## src/radar_pkg.sv

```systemverilog
`default_nettype none

package radar_pkg;

	localparam int unsigned frame_bits = 408;

	// wire order, first field is sent first
	typedef struct packed {
		logic [63:0] sys_time;   // system time preset
		logic [47:0] freq;
		logic [47:0] freq_step;
		logic [31:0] freq_rate;  // clk cycles per chirp step
		logic [63:0] time_start; // burst start, in system time
		logic [15:0] n_pulse;
		logic [7:0]  pulse_type;
		logic [31:0] ti;         // pulse width
		logic [31:0] tp;         // pulse period
		logic [31:0] tblank1;    // blanking before the pulse
		logic [31:0] tblank2;    // blanking after the pulse
	} frame_t;

	typedef struct packed {
		logic [63:0] time_start;
		logic [15:0] n_pulse;
		logic [31:0] ti;
		logic [31:0] tp;
		logic [31:0] tblank1;
		logic [31:0] tblank2;
	} timing_cmd_t;

	typedef struct packed {
		logic [47:0] freq;
		logic [47:0] freq_step;
		logic [31:0] freq_rate;
		logic [7:0]  pulse_type;
	} freq_cmd_t;

	localparam logic [7:0] type_fixed = 8'd0; // constant frequency
	localparam logic [7:0] type_chirp = 8'd1; // steps inside each pulse
	localparam logic [7:0] type_hop   = 8'd2; // one step per pulse

endpackage

`default_nettype wire

```

## src/spi_frame_rx.sv

```systemverilog
`timescale 1ns/1ps
`default_nettype none

module spi_frame_rx #(
	parameter int unsigned sync_stages = 2
) (
	input  logic              clk,
	input  logic              rst,
	input  logic              sclk,
	input  logic              cs,
	input  logic              mosi,
	output radar_pkg::frame_t frame,
	output logic              frame_valid,
	output logic              frame_error
);

	localparam int unsigned cnt_w = $clog2(radar_pkg::frame_bits + 2);
	localparam logic [cnt_w-1:0] cnt_full = cnt_w'(radar_pkg::frame_bits);
	localparam logic [cnt_w-1:0] cnt_sat = cnt_w'(radar_pkg::frame_bits + 1);

	logic [sync_stages-1:0] sclk_sync;
	logic [sync_stages-1:0] cs_sync;
	logic [sync_stages-1:0] mosi_sync;
	logic sclk_d;
	logic cs_d;
	logic sclk_s;
	logic cs_s;
	logic mosi_s;
	logic sclk_rise;
	logic cs_rise;
	logic cs_fall;
	logic [radar_pkg::frame_bits-1:0] shreg;
	logic [cnt_w-1:0] bit_cnt;

	assign sclk_s = sclk_sync[sync_stages-1];
	assign cs_s = cs_sync[sync_stages-1];
	assign mosi_s = mosi_sync[sync_stages-1]; // same delay as sclk, stays in step
	assign sclk_rise = sclk_s & ~sclk_d;
	assign cs_rise = cs_s & ~cs_d;
	assign cs_fall = ~cs_s & cs_d;
	assign frame = radar_pkg::frame_t'(shreg);

	always_ff @(posedge clk)
	begin
		if (rst)
		begin
			sclk_sync <= '0;
			cs_sync <= '1; // CS idles high
			mosi_sync <= '0;
			sclk_d <= 1'b0;
			cs_d <= 1'b1;
			bit_cnt <= '0;
			frame_valid <= 1'b0;
			frame_error <= 1'b0;
		end
		else
		begin
			sclk_sync <= {sclk_sync[sync_stages-2:0], sclk};
			cs_sync <= {cs_sync[sync_stages-2:0], cs};
			mosi_sync <= {mosi_sync[sync_stages-2:0], mosi};
			sclk_d <= sclk_s;
			cs_d <= cs_s;
			if (cs_fall)
				bit_cnt <= '0; // new frame
			else if (sclk_rise && !cs_s && bit_cnt != cnt_sat)
				bit_cnt <= bit_cnt + 1'b1;
			frame_valid <= cs_rise && (bit_cnt == cnt_full);
			frame_error <= cs_rise && (bit_cnt != cnt_full);
		end
	end

	always_ff @(posedge clk)
	begin
		if (sclk_rise && !cs_s)
			shreg <= {shreg[radar_pkg::frame_bits-2:0], mosi_s}; // msb first
	end

endmodule

`default_nettype wire

```

## src/cmd_decode.sv

```systemverilog
`timescale 1ns/1ps
`default_nettype none

module cmd_decode (
	input  logic                   clk,
	input  logic                   rst,
	input  logic                   frame_valid,
	input  radar_pkg::frame_t      frame,
	output radar_pkg::timing_cmd_t timing,
	output radar_pkg::freq_cmd_t   fcmd,
	output logic [63:0]            time_preset,
	output logic                   cmd_valid,
	output logic                   cmd_reject
);

	logic [33:0] span; // tblank1 + ti + tblank2, no overflow
	logic type_ok;
	logic bad;

	always_comb
	begin
		span = {2'b00, frame.tblank1} + {2'b00, frame.ti} + {2'b00, frame.tblank2};
		type_ok = (frame.pulse_type == radar_pkg::type_fixed) ||
			(frame.pulse_type == radar_pkg::type_chirp) ||
			(frame.pulse_type == radar_pkg::type_hop);
		bad = (frame.n_pulse == '0) || (frame.ti == '0) || (frame.ti >= frame.tp) ||
			(span > {2'b00, frame.tp}) || !type_ok;
	end

	always_ff @(posedge clk)
	begin
		if (rst)
		begin
			cmd_valid <= 1'b0;
			cmd_reject <= 1'b0;
		end
		else
		begin
			cmd_valid <= frame_valid && !bad;
			cmd_reject <= frame_valid && bad;
		end
	end

	// fields are only meaningful with cmd_valid
	always_ff @(posedge clk)
	begin
		if (frame_valid)
		begin
			time_preset <= frame.sys_time;
			timing.time_start <= frame.time_start;
			timing.n_pulse <= frame.n_pulse;
			timing.ti <= frame.ti;
			timing.tp <= frame.tp;
			timing.tblank1 <= frame.tblank1;
			timing.tblank2 <= frame.tblank2;
			fcmd.freq <= frame.freq;
			fcmd.freq_step <= frame.freq_step;
			fcmd.freq_rate <= frame.freq_rate;
			fcmd.pulse_type <= frame.pulse_type;
		end
	end

endmodule

`default_nettype wire

```

## src/cmd_shadow.sv

```systemverilog
`timescale 1ns/1ps
`default_nettype none

module cmd_shadow #(
	parameter type payload_t = logic
) (
	input  logic     clk,
	input  logic     rst,
	input  logic     load,
	input  payload_t din,
	input  logic     busy,
	output payload_t dout,
	output logic     applied
);

	payload_t pend;
	logic pending;

	always_ff @(posedge clk)
	begin
		if (rst)
		begin
			dout <= '0;
			pending <= 1'b0;
			applied <= 1'b0;
		end
		else
		begin
			applied <= 1'b0;
			if (load && !busy)
			begin
				dout <= din; // consumer idle, straight through
				pending <= 1'b0;
				applied <= 1'b1;
			end
			else if (load)
				pending <= 1'b1; // newest one wins
			else if (pending && !busy)
			begin
				dout <= pend;
				pending <= 1'b0;
				applied <= 1'b1;
			end
		end
	end

	always_ff @(posedge clk)
	begin
		if (load)
			pend <= din;
	end

endmodule

`default_nettype wire

```

## src/pulse_sequencer.sv

```systemverilog
`timescale 1ns/1ps
`default_nettype none

module pulse_sequencer #(
	parameter int unsigned time_width = 64
) (
	input  logic                   clk,
	input  logic                   rst,
	input  logic                   time_load,
	input  logic [time_width-1:0]  time_preset,
	input  logic                   arm,
	input  radar_pkg::timing_cmd_t timing,
	output logic [time_width-1:0]  sys_time,
	output logic                   time_update,
	output logic                   busy,
	output logic                   pulse,
	output logic                   blank,
	output logic                   pulse_start
);

	logic [time_width-1:0] time_n;
	logic armed;
	logic armed_n;
	logic running;
	logic run_n;
	logic [31:0] phase;
	logic [31:0] phase_n;
	logic [15:0] pcount;
	logic [15:0] pcount_n;
	logic start_hit;
	logic last_slot;
	logic [32:0] blank_head; // end of blanking after the pulse
	logic [31:0] blank_tail; // start of blanking before the next pulse

	assign blank_head = {1'b0, timing.ti} + {1'b0, timing.tblank2};
	assign blank_tail = timing.tp - timing.tblank1;

	// next state, so the gates come out registered in line with sys_time
	always_comb
	begin
		time_n = time_load ? time_preset : sys_time + 1'b1;
		start_hit = (armed || arm) && !running &&
			(time_n == timing.time_start[time_width-1:0]);
		last_slot = (phase == timing.tp - 32'd1);
		armed_n = armed;
		run_n = running;
		phase_n = phase;
		pcount_n = pcount;
		if (start_hit)
		begin
			armed_n = 1'b0;
			run_n = 1'b1;
			phase_n = '0;
			pcount_n = '0;
		end
		else if (running)
		begin
			if (last_slot)
			begin
				phase_n = '0;
				pcount_n = pcount + 16'd1;
				if (pcount == timing.n_pulse - 16'd1)
					run_n = 1'b0; // last period done
			end
			else
				phase_n = phase + 32'd1;
		end
		else if (arm)
			armed_n = 1'b1;
		else if (time_load)
			armed_n = 1'b0; // start time may now be unreachable, drop it
	end

	always_ff @(posedge clk)
	begin
		if (rst)
		begin
			sys_time <= '0;
			time_update <= 1'b0;
			armed <= 1'b0;
			running <= 1'b0;
			phase <= '0;
			pcount <= '0;
			busy <= 1'b0;
			pulse <= 1'b0;
			blank <= 1'b0;
			pulse_start <= 1'b0;
		end
		else
		begin
			sys_time <= time_n;
			time_update <= time_load;
			armed <= armed_n;
			running <= run_n;
			phase <= phase_n;
			pcount <= pcount_n;
			busy <= armed_n || run_n;
			pulse <= run_n && (phase_n < timing.ti);
			blank <= run_n && (({1'b0, phase_n} < blank_head) || (phase_n >= blank_tail));
			pulse_start <= run_n && (phase_n == '0);
		end
	end

endmodule

`default_nettype wire

```

## src/freq_sweep.sv

```systemverilog
`timescale 1ns/1ps
`default_nettype none

module freq_sweep (
	input  logic                 clk,
	input  logic                 rst,
	input  logic                 pulse_start,
	input  logic                 pulse,
	input  radar_pkg::freq_cmd_t fcmd,
	output logic [47:0]          freq_word
);

	logic started; // first pulse of the burst seen
	logic [31:0] rate_cnt; // cycles spent on the current chirp step

	always_ff @(posedge clk)
	begin
		if (rst)
		begin
			freq_word <= '0;
			started <= 1'b0;
			rate_cnt <= '0;
		end
		else if (pulse_start)
		begin
			started <= 1'b1;
			rate_cnt <= 32'd1;
			if (started && fcmd.pulse_type == radar_pkg::type_hop)
				freq_word <= freq_word + fcmd.freq_step;
			else
				freq_word <= fcmd.freq; // chirp restarts, first hop starts here
		end
		else if (!started)
			freq_word <= fcmd.freq;
		else
		begin
			case (fcmd.pulse_type)
				radar_pkg::type_chirp:
				begin
					if (pulse)
					begin
						if (rate_cnt >= fcmd.freq_rate)
						begin
							freq_word <= freq_word + fcmd.freq_step;
							rate_cnt <= 32'd1;
						end
						else
							rate_cnt <= rate_cnt + 32'd1;
					end
				end
				radar_pkg::type_hop:
					freq_word <= freq_word; // hold between pulses
				default:
					freq_word <= fcmd.freq;
			endcase
		end
	end

endmodule

`default_nettype wire

```

## src/radar_ctrl_top.sv

```systemverilog
`timescale 1ns/1ps
`default_nettype none

module radar_ctrl_top #(
	parameter int unsigned sync_stages = 2,
	parameter int unsigned time_width = 64
) (
	input  logic                  clk,
	input  logic                  rst,
	input  logic                  sclk,
	input  logic                  cs,
	input  logic                  mosi,
	output logic [time_width-1:0] sys_time,
	output logic                  time_update,
	output logic                  busy,
	output logic                  pulse,
	output logic                  blank,
	output logic [47:0]           freq_word,
	output logic                  frame_error,
	output logic                  cmd_reject
);

	radar_pkg::frame_t frame;
	radar_pkg::timing_cmd_t timing_cmd;
	radar_pkg::timing_cmd_t timing_act;
	radar_pkg::freq_cmd_t freq_cmd;
	radar_pkg::freq_cmd_t freq_act;
	logic frame_valid;
	logic [63:0] time_preset;
	logic cmd_valid;
	logic arm;
	logic freq_applied;
	logic sweep_rst;
	logic [time_width-1:0] seq_time;
	logic seq_update;
	logic seq_busy;
	logic seq_pulse;
	logic seq_blank;
	logic seq_start;

	assign sweep_rst = rst | freq_applied; // new command restarts the sweep

	spi_frame_rx #(.sync_stages(sync_stages)) spi_frame_rx_i (
		.clk(clk), .rst(rst), .sclk(sclk), .cs(cs), .mosi(mosi),
		.frame(frame), .frame_valid(frame_valid), .frame_error(frame_error)
	);

	cmd_decode cmd_decode_i (
		.clk(clk), .rst(rst), .frame_valid(frame_valid), .frame(frame),
		.timing(timing_cmd), .fcmd(freq_cmd), .time_preset(time_preset),
		.cmd_valid(cmd_valid), .cmd_reject(cmd_reject)
	);

	cmd_shadow #(.payload_t(radar_pkg::timing_cmd_t)) timing_shadow_i (
		.clk(clk), .rst(rst), .load(cmd_valid), .din(timing_cmd),
		.busy(seq_busy), .dout(timing_act), .applied(arm)
	);

	cmd_shadow #(.payload_t(radar_pkg::freq_cmd_t)) freq_shadow_i (
		.clk(clk), .rst(rst), .load(cmd_valid), .din(freq_cmd),
		.busy(seq_busy), .dout(freq_act), .applied(freq_applied)
	);

	pulse_sequencer #(.time_width(time_width)) pulse_sequencer_i (
		.clk(clk), .rst(rst), .time_load(cmd_valid),
		.time_preset(time_preset[time_width-1:0]), .arm(arm), .timing(timing_act),
		.sys_time(seq_time), .time_update(seq_update), .busy(seq_busy),
		.pulse(seq_pulse), .blank(seq_blank), .pulse_start(seq_start)
	);

	freq_sweep freq_sweep_i (
		.clk(clk), .rst(sweep_rst), .pulse_start(seq_start), .pulse(seq_pulse),
		.fcmd(freq_act), .freq_word(freq_word)
	);

	// one stage to line up with freq_word
	always_ff @(posedge clk)
	begin
		if (rst)
		begin
			sys_time <= '0;
			time_update <= 1'b0;
			busy <= 1'b0;
			pulse <= 1'b0;
			blank <= 1'b0;
		end
		else
		begin
			sys_time <= seq_time;
			time_update <= seq_update;
			busy <= seq_busy;
			pulse <= seq_pulse;
			blank <= seq_blank;
		end
	end

endmodule

`default_nettype wire

```

## config.mk

```make
export PLATFORM = sky130hd
export DESIGN_NAME = radar_ctrl_top
export DESIGN_NICKNAME = d
export VERILOG_FILES = /design/src/radar_pkg.sv /design/src/spi_frame_rx.sv /design/src/cmd_decode.sv /design/src/cmd_shadow.sv /design/src/pulse_sequencer.sv /design/src/freq_sweep.sv /design/src/radar_ctrl_top.sv
export SDC_FILE = /design/constraint.sdc
export NUM_CORES = 2
export LEC_CHECK = 0
export BUFFER_PORTS_ARGS = -buffer_cell sky130_fd_sc_hd__buf_2
export CORE_ASPECT_RATIO = 2
export CORE_MARGIN = 3
export CORE_UTILIZATION = 55
export DETAILED_ROUTE_END_ITERATION = 6
export PLACE_DENSITY = 0.8
export SYNTH_ARGS = -nofsm -noshare
export SYNTH_HDL_FRONTEND = slang
export SYNTH_HIERARCHICAL = 1
export SYNTH_SLANG_ARGS = --single-unit
```

## constraint.sdc

```tcl
create_clock -name clk -period 25.9 [get_ports clk]
set_input_delay 1.295 -clock clk [delete_from_list [all_inputs] [get_ports clk]]
set_output_delay 1.295 -clock clk [all_outputs]
set_load 0.02 [all_outputs]
```

==> impl_metrics.tcl <==
set metrics [dict create \
    worstPathArrival_ns 8.33 \
    dr.pass1.iters 5 \
    drc 0 \
    die_height_um 556 \
    clk_latency_ns 0.81 \
    power.internal_w 0.00446 \
    final_cells 8692 \
    pwr-share-seq 0.542 \
    rsz0062_at_grt "no" \
    post-route-util 0.601 \
    cts_hold_buffers 0 \
    grt_pass1_wl_mm 329 \
    synth_edf_count 1160 \
    clkPwrFrac 0.448 \
    netlist_area_mm2 0.0832 \
    synth_common_cells "edfxtp_1, dfxtp_1, nand2b_1, mux2i_1, nor2_1" \
    hold_class "register to register" \
    dp_hpwl_mm 154 \
    rrSetupSlack_ns 18.24 \
    setup_tns_ns 0 \
    cts_buffers 159 \
    seqCellArea_mm2 0.0476 \
    synth_top_area_share 0.419 \
    fill_cells 11565 \
    num_vias 53855 \
    yosys_warnings 6 \
    die_w_um 281 \
    post-route-min-period_ns 7.66 \
    clockBufferDepth 4 \
    p_leak_nw 28.2 \
    finalSetupViolCount 0 \
    cp-end-kind "register" \
    globalplace.congestion 0.976 \
    slew_headroom 0.119 \
    cts-root-buf "clkbuf_16" \
    critPathKind "register to register" \
    initial_core_util 0.554 \
    async_flop_share 0 \
    max_freq_mhz 131 \
    cts_max_level 4 \
    start_kind "register" \
    grt_max_degree 160 \
    drt_iter0_markers 3705 \
    fin_crit_sh 0.296 \
    synth_cell_types 119 \
    vias_per_cell 6.20 \
    seq_area_frac_synth 0.572 \
    power_density_mw_per_mm2 61.7 \
    cts_tree "done" \
    grt_use_total 0.275 \
    pre_cts_slack_ns 18.39 \
    clock_sinks 1797 \
    status "finished clean" \
    ys.flop_type "edfxtp_1" \
    syn_inst 6635 \
    grt_pass1_vias 54985 \
    slew_viol_final 0 \
    io_pins 123 \
    worst_slew_pin_slew_ns 1.32 \
    synth_area_leader_cell "edfxtp_1" \
    synth_nets 7015 \
    worst-path-max-fanout 67 \
    antenna_left 0 \
    drt-total-wl_mm 218 \
    dieArea_mm2 0.156 \
    cp.required_ns 26.58 \
    syn_area_per_cell_um2 12.5 \
    rows 201 \
    ys_seq_elements 1797 \
    post_drt_wl_per_cell_um 25.1 \
    drive_gt1_frac 0.105 \
    p_switching_w 0.00110 \
    nets 7011 \
    ir_worst_vdd_v 0.0000518 \
    hold_viol 0 \
    numPortBuffers 122 \
    fin_ws_ns 18.24 \
    fin_total_pwr_w 0.00557 \
    fp.coreArea_mm2 0.150 \
    area_growth_pct 8.51 \
    grt_overflow_total 0 \
    combPwrFrac 0.010 \
    clk_pin_slew_ns 0.07 \
    antenna_found_initial 3 \
    post_cts_resized 0 \
    multi_input_area_mm2 0.0329 \
    synthTopCellsByArea "edfxtp_1, dfxtp_1, ha_1" \
    switching_share 0.198 \
    dp_cells 8398 \
    finClkSkew_ns 0.0522 \
    post_cts_buffers 0 \
    yosysMostFrequentCell "edfxtp_1" \
    max_cap_violations 0 \
]
## metal layers
metal / GRT usage / routed length (um) / up-vias
li1: - / - / 24985
met4: 0.189 / 17500 / 0
met2: 0.508 / 115000 / 1545
met5: 0 / 0 / -
met1: 0.293 / 77800 / 26739
met3: 0.0263 / 7370 / 586
## power groups by stage
| stage | logic (W) | clock network [W] | registers (W) |
|---|---|---|---|
| 3_3_place_gp | 0.0000560 | 0 | 0.00308 |
| 6_report | 0.0000564 | 0.00249 | 0.00302 |
| 2_1_floorplan | 0.0000392 | 0 | 0.00308 |
| 3_5_place_dp | 0.0000565 | 0 | 0.00308 |
| 4_1_cts | 0.0000567 | 0.00254 | 0.00302 |
| 5_1_grt | 0.0000606 | 0.00264 | 0.00302 |
## cells by family after synthesis
| logic type | after synthesis | share of synthesized area |
|---|---|---|
| AOI/OAI and AO/OA | 1309 | 0.130 |
| muxes | 374 | 0.0451 |
| buffers and inverters | 572 | 0.0340 |
| and+or+nand+nor | 1826 | 0.119 |
| adders and majority gates | 375 | 0.0596 |
| DFF | 1797 | 0.572 |
| xor gates and xnor gates | 382 | 0.0409 |
## placed cells by master, fill, tap and decap left out, types with 181 or more instances in the layout
cell type / synthesis / final
mux2i_1: 366 / 366
nor2_1: 352 / 352
dfxtp_1: 637 / 634
nand2b_1: 384 / 384
inv_1: 217 / 216
nand2_1: 279 / 278
ha_1: 339 / 339
xnor2_1: 202 / 202
o32ai_1: 181 / 181
a21oi_1: 265 / 265
edfxtp_1: 1160 / 1160
## metrics by stage
stage	hold WS [ns]	area [um^2]
2_1_floorplan	0.386	83200
3_3_place_gp	0.389	84800
3_5_place_dp	0.403	84800
4_1_cts	0.410	90300
5_1_grt	0.423	90300
6_report	0.415	90300
## worst max-delay path, stage by stage, from the launching register on
cell	delay (ns)
dfxtp_4	0.51
inv_2	0.52
buf_4	0.68
nor2_1	0.18
a221oi_1	0.54
o311ai_0	0.23
nor3_1	0.45
nand4_1	0.22
and4b_1	0.38
and4_1	0.41
a21o_2	0.19
buf_4	0.54
nor2_1	0.26
ha_1	0.36
nand4_1	0.20
nor4_1	0.51
nand2_1	0.12
or3_1	0.41
nor2_1	0.10
a211oi_1	0.07
o311a_1	0.18
o21ai_0	0.08
a31oi_1	0.06
o31a_1	0.27
## registers in the layout (all words and copies together), names as in the netlist, 2 cells and up
register	cells
cmd_decode_i/fcmd	136
freq_shadow_i/pend	136
freq_shadow_i/dout	136
timing_shadow_i/pend	208
spi_frame_rx_i/bit_cnt	9
pulse_sequencer_i/phase	32
cmd_decode_i/timing	208
pulse_sequencer_i/sys_time	64
freq_sweep_i/rate_cnt	32
cmd_decode_i/time_preset	64
freq_sweep_i/freq_word	48
spi_frame_rx_i/frame	408
spi_frame_rx_i/mosi_sync	2
spi_frame_rx_i/cs_sync	2
spi_frame_rx_i/sclk_sync	2
pulse_sequencer_i/pcount	16
sys_time	64
timing_shadow_i/dout	208
## path summary, 6_finish.rpt
| check | cells after the start | startpoint | endpoint |
|---|---|---|---|
| setup / recovery | 23 | cmd_decode_i/cmd_valid$_SDFF_PP0_ | pulse_sequencer_i/blank$_SDFF_PP0_ |
| setup reg to reg | 23 | cmd_decode_i/cmd_valid$_SDFF_PP0_ | pulse_sequencer_i/blank$_SDFF_PP0_ |
| hold / removal | 0 | spi_frame_rx_i/mosi_sync[1]$_SDFF_PP0_ | spi_frame_rx_i/frame[0]$_DFFE_PP_ |
| hold reg to reg | 0 | spi_frame_rx_i/mosi_sync[1]$_SDFF_PP0_ | spi_frame_rx_i/frame[0]$_DFFE_PP_ |
## cell type report
| cell class | instances | share of cell area |
|---|---|---|
| clock buffers | 203 | 0.0481 |
| inverters | 220 | 0.00923 |
| flip-flops and latches | 1797 | 0.527 |
| diodes | 10 | 0.000277 |
| multi-input cells | 4266 | 0.364 |
| repair buffers | 187 | 0.0127 |
| well taps | 1928 | 0.0267 |
| clock inverters | 81 | 0.0121 |
Power figures use the tool's default switching activity.
